--- src/verilog/pcs_dec_pkg.sv ---
`default_nettype none

package pcs_dec_pkg;

   localparam int PAYLOAD_W  = 64;
   localparam int SYNC_W     = 2;
   localparam int LANES      = 8;
   localparam int SCR_HIST_W = 58;  // x^58 + x^39 + 1
   localparam int SCR_TAP    = 39;

   localparam logic [SYNC_W-1:0] SYNC_DATA = 2'b10;
   localparam logic [SYNC_W-1:0] SYNC_CTRL = 2'b01;

   // Block type field
   localparam logic [7:0] BT_IDLE   = 8'h1e;
   localparam logic [7:0] BT_START0 = 8'h78;
   localparam logic [7:0] BT_START4 = 8'h33;
   localparam logic [7:0] BT_TERM0  = 8'h87;
   localparam logic [7:0] BT_TERM1  = 8'h99;
   localparam logic [7:0] BT_TERM2  = 8'haa;
   localparam logic [7:0] BT_TERM3  = 8'hb4;
   localparam logic [7:0] BT_TERM4  = 8'hcc;
   localparam logic [7:0] BT_TERM5  = 8'hd2;
   localparam logic [7:0] BT_TERM6  = 8'he1;
   localparam logic [7:0] BT_TERM7  = 8'hff;

   // XGMII control characters
   localparam logic [7:0] XG_IDLE  = 8'h07;
   localparam logic [7:0] XG_LPI   = 8'h06;
   localparam logic [7:0] XG_START = 8'hfb;
   localparam logic [7:0] XG_TERM  = 8'hfd;
   localparam logic [7:0] XG_ERROR = 8'hfe;
   localparam logic [7:0] XG_1C    = 8'h1c;
   localparam logic [7:0] XG_3C    = 8'h3c;
   localparam logic [7:0] XG_7C    = 8'h7c;
   localparam logic [7:0] XG_BC    = 8'hbc;
   localparam logic [7:0] XG_DC    = 8'hdc;
   localparam logic [7:0] XG_F7    = 8'hf7;

   // Seven-bit codes on the line
   localparam logic [6:0] CC_IDLE  = 7'h00;
   localparam logic [6:0] CC_LPI   = 7'h06;
   localparam logic [6:0] CC_ERROR = 7'h1e;
   localparam logic [6:0] CC_1C    = 7'h2d;
   localparam logic [6:0] CC_3C    = 7'h33;
   localparam logic [6:0] CC_7C    = 7'h4b;
   localparam logic [6:0] CC_BC    = 7'h55;
   localparam logic [6:0] CC_DC    = 7'h66;
   localparam logic [6:0] CC_F7    = 7'h78;

   localparam int N_CTRL_CODES = 9;

   // Paired by index
   localparam logic [N_CTRL_CODES-1:0][6:0] CTRL_CODE_7B =
      {CC_IDLE, CC_LPI, CC_ERROR, CC_1C, CC_3C, CC_7C, CC_BC, CC_DC, CC_F7};
   localparam logic [N_CTRL_CODES-1:0][7:0] CTRL_CODE_XG =
      {XG_IDLE, XG_LPI, XG_ERROR, XG_1C, XG_3C, XG_7C, XG_BC, XG_DC, XG_F7};

   localparam logic [PAYLOAD_W-1:0] ERROR_WORD = 64'hfefe_fefe_fefe_fefe;
   localparam logic [LANES-1:0]     ERROR_CTRL = 8'hff;

   typedef enum logic [2:0] {
      LK_DATA_SAME,  // payload byte k
      LK_DATA_NEXT,  // payload byte k+1, terminate blocks
      LK_CTRL,
      LK_START,
      LK_TERM,
      LK_ERROR
   } lane_kind_t;

   typedef union packed {
      logic [LANES-1:0][7:0] data;
      struct packed {
         logic [LANES-1:0][6:0] code;  // code k at bit 8+7k
         logic [7:0]            block_type;
      } ctrl;
   } payload_u;

endpackage

`default_nettype wire

--- src/verilog/decode_bus_if.sv ---
`timescale 1ns/100ps
`default_nettype none

interface decode_bus_if;
   logic                               valid;
   logic [pcs_dec_pkg::LANES-1:0][7:0] lane_data;
   logic [pcs_dec_pkg::LANES-1:0]      lane_ctrl;
   logic [pcs_dec_pkg::LANES-1:0]      lane_invalid;

   modport classifier (output valid);

   modport lane (output lane_data, lane_ctrl, lane_invalid);

   modport sink (input valid, lane_data, lane_ctrl, lane_invalid);
endinterface

`default_nettype wire

--- src/verilog/block_classifier.sv ---
`timescale 1ns/100ps
`default_nettype none

module block_classifier
(
   input  logic [pcs_dec_pkg::SYNC_W-1:0] sync_header,
   input  pcs_dec_pkg::payload_u          payload,
   input  logic                           valid,
   output pcs_dec_pkg::lane_kind_t        lane_kind [pcs_dec_pkg::LANES],
   decode_bus_if.classifier               bus
);

   logic [2:0] term_lane;
   logic       term_hit;

   assign bus.valid = valid;

   // Terminate position from block type
   always_comb
   begin
      term_hit  = 1'b1;
      term_lane = 3'd0;
      case (payload.ctrl.block_type)
         pcs_dec_pkg::BT_TERM0: term_lane = 3'd0;
         pcs_dec_pkg::BT_TERM1: term_lane = 3'd1;
         pcs_dec_pkg::BT_TERM2: term_lane = 3'd2;
         pcs_dec_pkg::BT_TERM3: term_lane = 3'd3;
         pcs_dec_pkg::BT_TERM4: term_lane = 3'd4;
         pcs_dec_pkg::BT_TERM5: term_lane = 3'd5;
         pcs_dec_pkg::BT_TERM6: term_lane = 3'd6;
         pcs_dec_pkg::BT_TERM7: term_lane = 3'd7;
         default:               term_hit  = 1'b0;
      endcase
   end

   always_comb
   begin
      for (int k = 0; k < pcs_dec_pkg::LANES; k++)
      begin
         if (sync_header == pcs_dec_pkg::SYNC_DATA)
            lane_kind[k] = pcs_dec_pkg::LK_DATA_SAME;
         else if (sync_header != pcs_dec_pkg::SYNC_CTRL)
            lane_kind[k] = pcs_dec_pkg::LK_ERROR;  // 00 or 11
         else if (payload.ctrl.block_type == pcs_dec_pkg::BT_IDLE)
            lane_kind[k] = pcs_dec_pkg::LK_CTRL;
         else if (payload.ctrl.block_type == pcs_dec_pkg::BT_START0)
         begin
            if (k == 0)
               lane_kind[k] = pcs_dec_pkg::LK_START;
            else
               lane_kind[k] = pcs_dec_pkg::LK_DATA_SAME;
         end
         else if (payload.ctrl.block_type == pcs_dec_pkg::BT_START4)
         begin
            // Four control codes ahead of the start
            if (k < 4)
               lane_kind[k] = pcs_dec_pkg::LK_CTRL;
            else if (k == 4)
               lane_kind[k] = pcs_dec_pkg::LK_START;
            else
               lane_kind[k] = pcs_dec_pkg::LK_DATA_SAME;
         end
         else if (term_hit)
         begin
            if (k < int'(term_lane))
               lane_kind[k] = pcs_dec_pkg::LK_DATA_NEXT;
            else if (k == int'(term_lane))
               lane_kind[k] = pcs_dec_pkg::LK_TERM;
            else
               lane_kind[k] = pcs_dec_pkg::LK_CTRL;
         end
         else
            lane_kind[k] = pcs_dec_pkg::LK_ERROR;  // Unknown type
      end
   end

endmodule

`default_nettype wire

--- src/verilog/decoded_output_stage.sv ---
`timescale 1ns/100ps
`default_nettype none

module decoded_output_stage
(
   input  logic                              CLK,
   input  logic                              reset,
   decode_bus_if.sink                        bus,
   output logic                              out_valid,
   output logic [pcs_dec_pkg::PAYLOAD_W-1:0] xgmii_data,
   output logic [pcs_dec_pkg::LANES-1:0]     xgmii_ctrl
);

   logic any_invalid;

   assign any_invalid = |bus.lane_invalid;

   always_ff @(posedge CLK)
   begin
      if (reset)
      begin
         out_valid  <= 1'b0;
         xgmii_data <= '0;
         xgmii_ctrl <= '0;
      end
      else
      begin
         out_valid <= bus.valid;
         if (bus.valid)  // Data holds between blocks
         begin
            if (any_invalid)
            begin
               xgmii_data <= pcs_dec_pkg::ERROR_WORD;
               xgmii_ctrl <= pcs_dec_pkg::ERROR_CTRL;
            end
            else
            begin
               xgmii_data <= bus.lane_data;
               xgmii_ctrl <= bus.lane_ctrl;
            end
         end
      end
   end

endmodule

`default_nettype wire

--- src/verilog/lane_decoder.sv ---
`timescale 1ns/100ps
`default_nettype none

module lane_decoder
#(
   parameter int LANE = 0
)
(
   input  pcs_dec_pkg::payload_u   payload,
   input  pcs_dec_pkg::lane_kind_t kind,
   decode_bus_if.lane              bus
);

   logic [7:0] code_char;
   logic       code_known;
   logic [7:0] lane_char;
   logic       lane_is_ctrl;
   logic       lane_bad;

   // Table lookup of this lane's code field
   always_comb
   begin
      code_known = 1'b0;
      code_char  = pcs_dec_pkg::XG_ERROR;
      for (int i = 0; i < pcs_dec_pkg::N_CTRL_CODES; i++)
      begin
         if (payload.ctrl.code[LANE] == pcs_dec_pkg::CTRL_CODE_7B[i])
         begin
            code_known = 1'b1;
            code_char  = pcs_dec_pkg::CTRL_CODE_XG[i];
         end
      end
   end

   always_comb
   begin
      lane_char    = pcs_dec_pkg::XG_ERROR;
      lane_is_ctrl = 1'b1;
      lane_bad     = 1'b0;
      case (kind)
         pcs_dec_pkg::LK_DATA_SAME:
         begin
            lane_char    = payload.data[LANE];
            lane_is_ctrl = 1'b0;
         end
         pcs_dec_pkg::LK_DATA_NEXT:
         begin
            // Wrap on lane 7 is never selected
            lane_char    = payload.data[(LANE + 1) % pcs_dec_pkg::LANES];
            lane_is_ctrl = 1'b0;
         end
         pcs_dec_pkg::LK_CTRL:
         begin
            lane_char = code_char;
            lane_bad  = ~code_known;
         end
         pcs_dec_pkg::LK_START: lane_char = pcs_dec_pkg::XG_START;
         pcs_dec_pkg::LK_TERM:  lane_char = pcs_dec_pkg::XG_TERM;
         default:               lane_bad  = 1'b1;
      endcase
   end

   assign bus.lane_data[LANE]    = lane_char;
   assign bus.lane_ctrl[LANE]    = lane_is_ctrl;
   assign bus.lane_invalid[LANE] = lane_bad;

endmodule

`default_nettype wire

--- src/verilog/pcs_rx_decoder.sv ---
`timescale 1ns/100ps
`default_nettype none

module pcs_rx_decoder
(
   input  logic                                                  CLK,
   input  logic                                                  reset,
   input  logic [pcs_dec_pkg::SYNC_W+pcs_dec_pkg::PAYLOAD_W-1:0] block_in,
   input  logic                                                  block_valid,
   output logic                                                  out_valid,
   output logic [pcs_dec_pkg::PAYLOAD_W-1:0]                     xgmii_data,
   output logic [pcs_dec_pkg::LANES-1:0]                         xgmii_ctrl
);

   pcs_dec_pkg::payload_u          payload;
   logic [pcs_dec_pkg::SYNC_W-1:0] sync_header;
   logic                           desc_valid;
   pcs_dec_pkg::lane_kind_t        lane_kind [pcs_dec_pkg::LANES];

   decode_bus_if bus_i ();

   rx_descrambler descrambler_i
   (
      .CLK         (CLK),
      .reset       (reset),
      .block_in    (block_in),
      .block_valid (block_valid),
      .payload     (payload),
      .sync_header (sync_header),
      .valid       (desc_valid)
   );

   block_classifier classifier_i
   (
      .sync_header (sync_header),
      .payload     (payload),
      .valid       (desc_valid),
      .lane_kind   (lane_kind),
      .bus         (bus_i)
   );

   for (genvar k = 0; k < pcs_dec_pkg::LANES; k++)
   begin : g_lane
      lane_decoder #(.LANE(k)) lane_i
      (
         .payload (payload),
         .kind    (lane_kind[k]),
         .bus     (bus_i)
      );
   end

   decoded_output_stage out_stage_i
   (
      .CLK        (CLK),
      .reset      (reset),
      .bus        (bus_i),
      .out_valid  (out_valid),
      .xgmii_data (xgmii_data),
      .xgmii_ctrl (xgmii_ctrl)
   );

endmodule

`default_nettype wire

--- src/verilog/rx_descrambler.sv ---
`timescale 1ns/100ps
`default_nettype none

module rx_descrambler
(
   input  logic                                                  CLK,
   input  logic                                                  reset,
   input  logic [pcs_dec_pkg::SYNC_W+pcs_dec_pkg::PAYLOAD_W-1:0] block_in,
   input  logic                                                  block_valid,
   output pcs_dec_pkg::payload_u                                 payload,
   output logic [pcs_dec_pkg::SYNC_W-1:0]                        sync_header,
   output logic                                                  valid
);

   logic [pcs_dec_pkg::PAYLOAD_W-1:0]                        scrambled;
   logic [pcs_dec_pkg::SCR_HIST_W-1:0]                       history;
   logic [pcs_dec_pkg::SCR_HIST_W+pcs_dec_pkg::PAYLOAD_W-1:0] stream;

   assign sync_header = block_in[pcs_dec_pkg::SYNC_W-1:0];
   assign scrambled   = block_in[pcs_dec_pkg::SYNC_W +: pcs_dec_pkg::PAYLOAD_W];
   assign valid       = block_valid;

   // Oldest received bit at 0, payload bit i at SCR_HIST_W+i
   assign stream = {scrambled, history};

   assign payload = scrambled
                  ^ stream[pcs_dec_pkg::SCR_HIST_W-pcs_dec_pkg::SCR_TAP +: pcs_dec_pkg::PAYLOAD_W]
                  ^ stream[0 +: pcs_dec_pkg::PAYLOAD_W];

   always_ff @(posedge CLK)
   begin
      if (reset)
         history <= '0;
      else if (block_valid)  // Holds across idle cycles
         history <= scrambled[pcs_dec_pkg::PAYLOAD_W-1 -: pcs_dec_pkg::SCR_HIST_W];
   end

endmodule

`default_nettype wire
--- config.mk ---
export PLATFORM = sky130hd
export DESIGN_NAME = pcs_rx_decoder
export DESIGN_NICKNAME = d
export VERILOG_FILES = /design/src/verilog/pcs_dec_pkg.sv /design/src/verilog/decode_bus_if.sv /design/src/verilog/block_classifier.sv /design/src/verilog/decoded_output_stage.sv /design/src/verilog/lane_decoder.sv /design/src/verilog/pcs_rx_decoder.sv /design/src/verilog/rx_descrambler.sv
export SDC_FILE = /design/constraint.sdc
export NUM_CORES = 1
export LEC_CHECK = 0
export BUFFER_PORTS_ARGS = -buffer_cell sky130_fd_sc_hd__buf_4
export CORE_MARGIN = 1
export CORE_UTILIZATION = 35
export CTS_BUF_LIST = sky130_fd_sc_hd__clkbuf_8
export DETAILED_ROUTE_END_ITERATION = 6
export GPL_ROUTABILITY_DRIVEN = 0
export SLEW_MARGIN = 20
export SYNTH_ARGS = -nofsm -noshare
export SYNTH_HDL_FRONTEND = slang
export SYNTH_SLANG_ARGS = --single-unit
--- constraint.sdc ---
create_clock -name CLK -period 6.06 [get_ports CLK]
set_clock_uncertainty 0.1 [all_clocks]
set_input_delay 1.818 -clock CLK [delete_from_list [all_inputs] [get_ports CLK]]
set_output_delay 1.818 -clock CLK [all_outputs]
set_load 0.02 [all_outputs]
==> After elaboration in Yosys (flattened, before gate mapping) <==
Cells that the tools add are included.
{ "classes": {"n_addsub": 0, "n_mul": 0, "div_mod_pow": 0, "n_lt_le_gt_ge": 7, "n_eq_ne": 116, "shifts": 0, "mux": 235, "n_bitwise": 10, "reduce_logical": 35} }
{ "op_table": {"columns": ["cell", "count"], "rows": [
  ["$mux 8", 49],
  ["$pmux 8 s5", 8],
  ["$eq 7x7->1 const B", 32],
  ["$mux 3", 63],
  ["$xor 64x64->64", 2],
  ["$eq 7x6->1 const B", 16],
  ["$mux 1", 81],
  ["$eq 8x8->1 const B", 8],
  ["$mux 64", 1],
  ["$eq 7x3->1 const B", 8],
  ["$eq 7x5->1 const B", 8],
  ["$logic_not 7->1", 8],
  ["$mux 7", 8],
  ["$eq 3x2->1 const B", 16],
  ["$mux 6", 8],
  ["$mux 4", 8],
  ["$reduce_or 4->1", 8],
  ["$logic_not 3->1", 9],
  ["$eq 3x1->1 const B", 8],
  ["$eq 3x3->1 const B", 8],
  ["$pmux 3 s7", 1],
  ["$pmux 1 s2", 8],
  ["$reduce_or 2->1", 8],
  ["$reduce_or 8->1", 2],
  ["other kinds (12)", 27]
]} }
{ "word_totals": {"regBits": 131, "latchBits": 0, "ram_bits": 0, "romBits": 0, "input_bits": 69, "memories": 0} }

==> Longest topological paths before layout <==
{ "depth": {"ltp_word": 18, "depth_mapped": 14, "ltp_nobuf": 9} }

==> Least setup slack after synthesis <==
OpenSTA, ideal clock, no wires.
{ "synth_timing": {"path_type": "in2reg", "startpoint": "input port block_in[6] in the netlist's numbering", "endpoint": "register out_stage_i.xgmii_data[55] in the netlist's numbering", "setup_time_ns": 0.144, "t_arrival_ns": 4.522, "required_time_ns": 5.816, "slack_ns": 1.294, "path_stages": 12, "n_path_buf": 3, "path_cell_list": "clkbuf_1 xor3_1 nand2b_1 or4_1 and4_1 buf_2 a211oi_2 nand2b_1 clkbuf_1 nor2b_1 a222oi_1 a311oi_1"} }
{ "synth_via": {"elab_chain_len": 18, "word_cells_on_any_way": 191, "cone_classes": "7 x order compare; 66 x eq/ne; 93 x mux; 4 x bitwise; 21 x reduce/logical"} }
{ "synth_rtl": {"columns": ["item", "line", "text"], "rows": [
  ["start: declaration", "pcs_rx_decoder.sv:8", "input logic [pcs_dec_pkg::SYNC_W+pcs_dec_pkg::PAYLOAD_W-1:0] block_in,"],
  ["$xor 64x64->64", "rx_descrambler.sv:27", "^ stream[pcs_dec_pkg::SCR_HIST_W-pcs_dec_pkg::SCR_TAP +: pcs_dec_pkg::PAYLOAD_W]"],
  ["$xor 64x64->64 *", "rx_descrambler.sv:28", "^ stream[0 +: pcs_dec_pkg::PAYLOAD_W];"],
  ["parallel branches: the longest is 15 deep, another holds $lt 1x3->1", null, null],
  ["$mux 64 *", "decoded_output_stage.sv:31", "if (any_invalid)"],
  ["end signal: assignment", "decoded_output_stage.sv:33", "xgmii_data <= pcs_dec_pkg::ERROR_WORD;"],
  ["end signal: assignment", "decoded_output_stage.sv:38", "xgmii_data <= bus.lane_data;"],
  ["end: declaration", "decoded_output_stage.sv:10", "output logic [pcs_dec_pkg::PAYLOAD_W-1:0] xgmii_data,"]
]} }
Mark *: on every way between the ends.
A chain may end at the register's enable or synchronous reset.

==> Final worst setup path <==
{ "layout_timing": {"startpoint": "input port block_in[9] in the netlist's numbering", "endpoint": "register out_stage_i.xgmii_data[7] in the netlist's numbering"} }
{ "layout_via": {"elab_chain_len": 18, "word_cells_on_any_way": 172, "cone_classes": "7 x order compare; 58 x eq/ne; 84 x mux; 3 x bitwise; 20 x reduce/logical"} }
{ "layout_rtl": {"columns": ["item", "line"], "rows": [
  ["$xor 64x64->64 *", "rx_descrambler.sv:27"],
  ["$xor 64x64->64 *", "rx_descrambler.sv:28"],
  ["parallel branches: the longest is 15 deep, another holds $lt 1x3->1", null],
  ["$mux 64 *", "decoded_output_stage.sv:31"]
]} }
Marked as above.

==> run_results.csv <==
group,metric,value,unit
run_status,outcome,"complete, but fails checks",
run_status,failed_checks,"design-rule violations",
timing,finalCritPeriodShare,84.8,%
grt,first_global_vias,9169,
route,route.detailed.drc,15,
critical_path,critPathRequiredTime,6.36,ns
route,wl_per_cell,23.7,µm
clocking,numCtsBuffers,17,
floorplanning,die_w,171,µm
timing,final_hold_viol_count,0,
yosys,synth_cell_types,81,
critical_path,endpoint_kind,"flop",
grt,grt_max_degree,70,
clocking,htree_levels,4,
yosys,yosysWarnings,0,
final_layout,num_antenna_cells,0,
route,routed_via_density,6.10,
clocking,cts_setup_buffers,0,
power,power.switching,0.00105,W
yosys,synth_edf_count,0,
power,combPwrFrac,36.4,%
yosys,syn-num-nets,1163,
critical_path,cp.arrival,5.43,ns
critical_path,r2r_cells,9,
worst_hold_path,min_path_cells,2,
timing,min_period,5.14,ns
flow_run,max-cap-violations,0,
timing,tns,0,ns
critical_path,crit_chain,"buf_4, xor3_1, nand2_1, or4_1, and4_1, a2111oi_4, o21bai_1, nor3_2, a222oi_1, a311oi_1",
place,port_buffers,141,
yosys,synthCells,1094,
final_layout,syn_to_final_growth,17.9,%
route,vias,9738,
final_layout,num-nets-final,1275,
clocking,ctsHoldBuffers,0,
place,dp_hpwl,29.0,mm
critical_path,path_max_fanout,14,
timing,hold_ws,0.390,ns
power,peakVddDrop,0.114,mV
clocking,cts_sinks,131,
floorplanning,start_util,35.8,%
power,seqPwrFrac,35.7,%
final_layout,final_cell_mix,"nor2_1 (186), buf_4 (157), dfxtp_1 (131)",
clocking,path_clk_slew,0.08,ns
timing,max_freq,0.195,GHz
route,initialDrtViolationCount,1091,
floorplanning,rows,61,
floorplanning,io_pins,142,
timing,finalMaxSlewViolations,0,
floorplanning,fp.dieH,171,µm
power,swShare,38.5,%
final_layout,drive_above_1_share,19.3,%
critical_path,cp_slowest_stage_delay,0.63,ns
route,ant_nets,0,
critical_path,crit_slowest_cell,"or4_1",
grt,grtUsageTotal,26.0,%
clocking,cts.path.max_buffers,2,
clocking,post_cts_resized,0,
power,p_int,0.00168,W
grt,antenna_found_initial,0,
critical_path,reg2reg_slack,1.88,ns
floorplanning,dieArea,0.0292,mm²
worst_hold_path,hold_class,"flop to flop",
worst_hold_path,hold_path_startpoint,"out_stage_i.xgmii_ctrl[1]",
grt,gr-total-overflow,0,
critical_path,start_kind,"input port",
critical_path,critPathTopFamily,"simple AND/OR/NAND/NOR gates",
final_layout,final_common_cell,"nor2_1",
yosys,synth-seq-cells,131,
yosys,avgSynthCellArea,9.14,µm²
final_layout,final_util,42.2,%
floorplanning,core_area,0.0279,mm²
worst_hold_path,min_to,"out_stage_i.xgmii_ctrl[1]",
critical_path,critPathBufInv,1,
timing,relSlewSlack,32.9,%
yosys,async_flop_share,0,%
power,powerDensity,232,mW/mm²
timing,worst_slew_pin_slew,1.00,ns
power,p_leak,4.74,nW
route,dr.pass1.iters,7,
timing,rsz0062_at_grt,"false",
yosys,syn_area,0.00999,mm²
clocking,cts_tree,"yes",
yosys,ys_seq_area_share,26.2,%
critical_path,crit_type,"input port to flop",
critical_path,rr_endpoint,"out_stage_i.xgmii_data[7]",
critical_path,r2r_start,"descrambler_i.history[19]",
power,pwr-share-clk,27.9,%
clocking,clkLatencyLatePin,0.48,ns
timing,finalSetupViolCount,0,
grt,grt_pass1_wl,56.6,mm
route,totalWireLength,37.9,mm
clocking,clockRootBuffer,"clkbuf_8",
yosys,synth_flop_cell,"dfxtp_1",
## flip-flops by register name (all words and copies together) (netlist names)
| name | flops |
|---|---|
| descrambler_i.history | 58 |
| out_stage_i.xgmii_data | 64 |
| out_stage_i.xgmii_ctrl | 8 |
| out_stage_i.out_valid | 1 |
## layer usage
layer  GRT usage (%)  share of wire (%)
met1            31.7                 39
met2            44.4                 49
met5               0                  0
met3            5.23                8.1
met4            11.4                4.0
## Yosys cell counts (6+ instances only)
cell type,n,area (µm²)
a21oi_1,35,175
a311oi_2,21,315
nor2_1,187,702
nand4_1,24,150
nor2b_1,11,68.8
or4_1,14,105
mux2i_1,59,591
o32ai_1,6,52.6
o21ai_0,21,105
a222oi_1,13,130
a211oi_1,11,82.6
nand2b_1,24,150
inv_1,6,22.5
a311oi_1,27,236
a221oi_1,16,140
xor3_1,41,975
nor4_1,30,188
clkbuf_1,47,176
nand2_1,69,259
xnor2_1,49,429
nand3_1,19,95.1
nor4b_1,7,61.3
dfxtp_1,131,2620
nor3_1,23,115
a31oi_1,9,56.3
a211oi_2,10,125
xnor3_1,26,586
xor2_1,17,149
o211ai_1,8,60.1
a22oi_1,8,60.1
buf_2,9,45.0
o22ai_1,10,62.6
o31ai_1,9,67.6
## worst register-to-register path: stages (launching register included)
cell and delay, ns:
dfxtp_1 0.43, xnor3_1 0.54, or2_1 0.31, or4_4 0.55, and4_1 0.45, a2111oi_4 0.50
o21bai_1 0.30, nor3_2 0.38, a222oi_1 0.24, a311oi_1 0.30
## area by class of cell
type	count	area [µm²]
fill	2862	16200
multi-input combinational	890	7060
sequential	131	2620
timing repair buffer	159	1220
tap	378	473
clock buffer	18	248
clock inverter	13	136
inverter	7	26.3
## how the worst max path moves through the flow
stage                      startpoint                          to  slack (ns)  cells after the start
after floorplan           block_in[6]  out_stage_i.xgmii_data[55]        1.29                     12
after global placement    block_in[9]   out_stage_i.xgmii_data[7]        0.55                     10
after detailed placement  block_in[9]   out_stage_i.xgmii_data[7]        0.57                     10
after CTS                 block_in[9]  out_stage_i.xgmii_data[22]        1.05                     10
after global routing      block_in[9]   out_stage_i.xgmii_data[7]        0.68                     10
final                     block_in[9]   out_stage_i.xgmii_data[7]        0.92                     10
## power by group through the flow
| stage | Sequential, W | Combinational, W | Clock [W] |
|---|---|---|---|
| after floorplan | 0.00102 | 0.000606 | 0 |
| after global placement | 0.000997 | 0.000970 | 0 |
| after detailed placement | 0.000998 | 0.000973 | 0 |
| after CTS | 0.000978 | 0.000976 | 0.000774 |
| after global routing | 0.000986 | 0.00105 | 0.000811 |
| final | 0.000978 | 0.000997 | 0.000764 |
## per-stage QoR
step,power [W],std cells,setup WS [ns],area (µm²)
after floorplan,0.00162,1094,1.29,9990
after global placement,0.00197,1565,0.552,11400
after detailed placement,0.00197,1565,0.571,11400
after CTS,0.00273,1596,1.05,11800
after global routing,0.00285,1596,0.678,11800
final,0.00274,1596,0.921,11800
## cells by family (layout without fill, tap and decap cells)
group	count (synthesis)	count (layout)	synth area share [%]
buf+inv	73	197	3.23
mux	59	59	5.91
flops	131	131	26.2
simple gates	451	451	22.4
compound gates	247	247	20.9
xor+xnor	133	133	21.4
No activity file was read; power rests on OpenSTA's default activity.
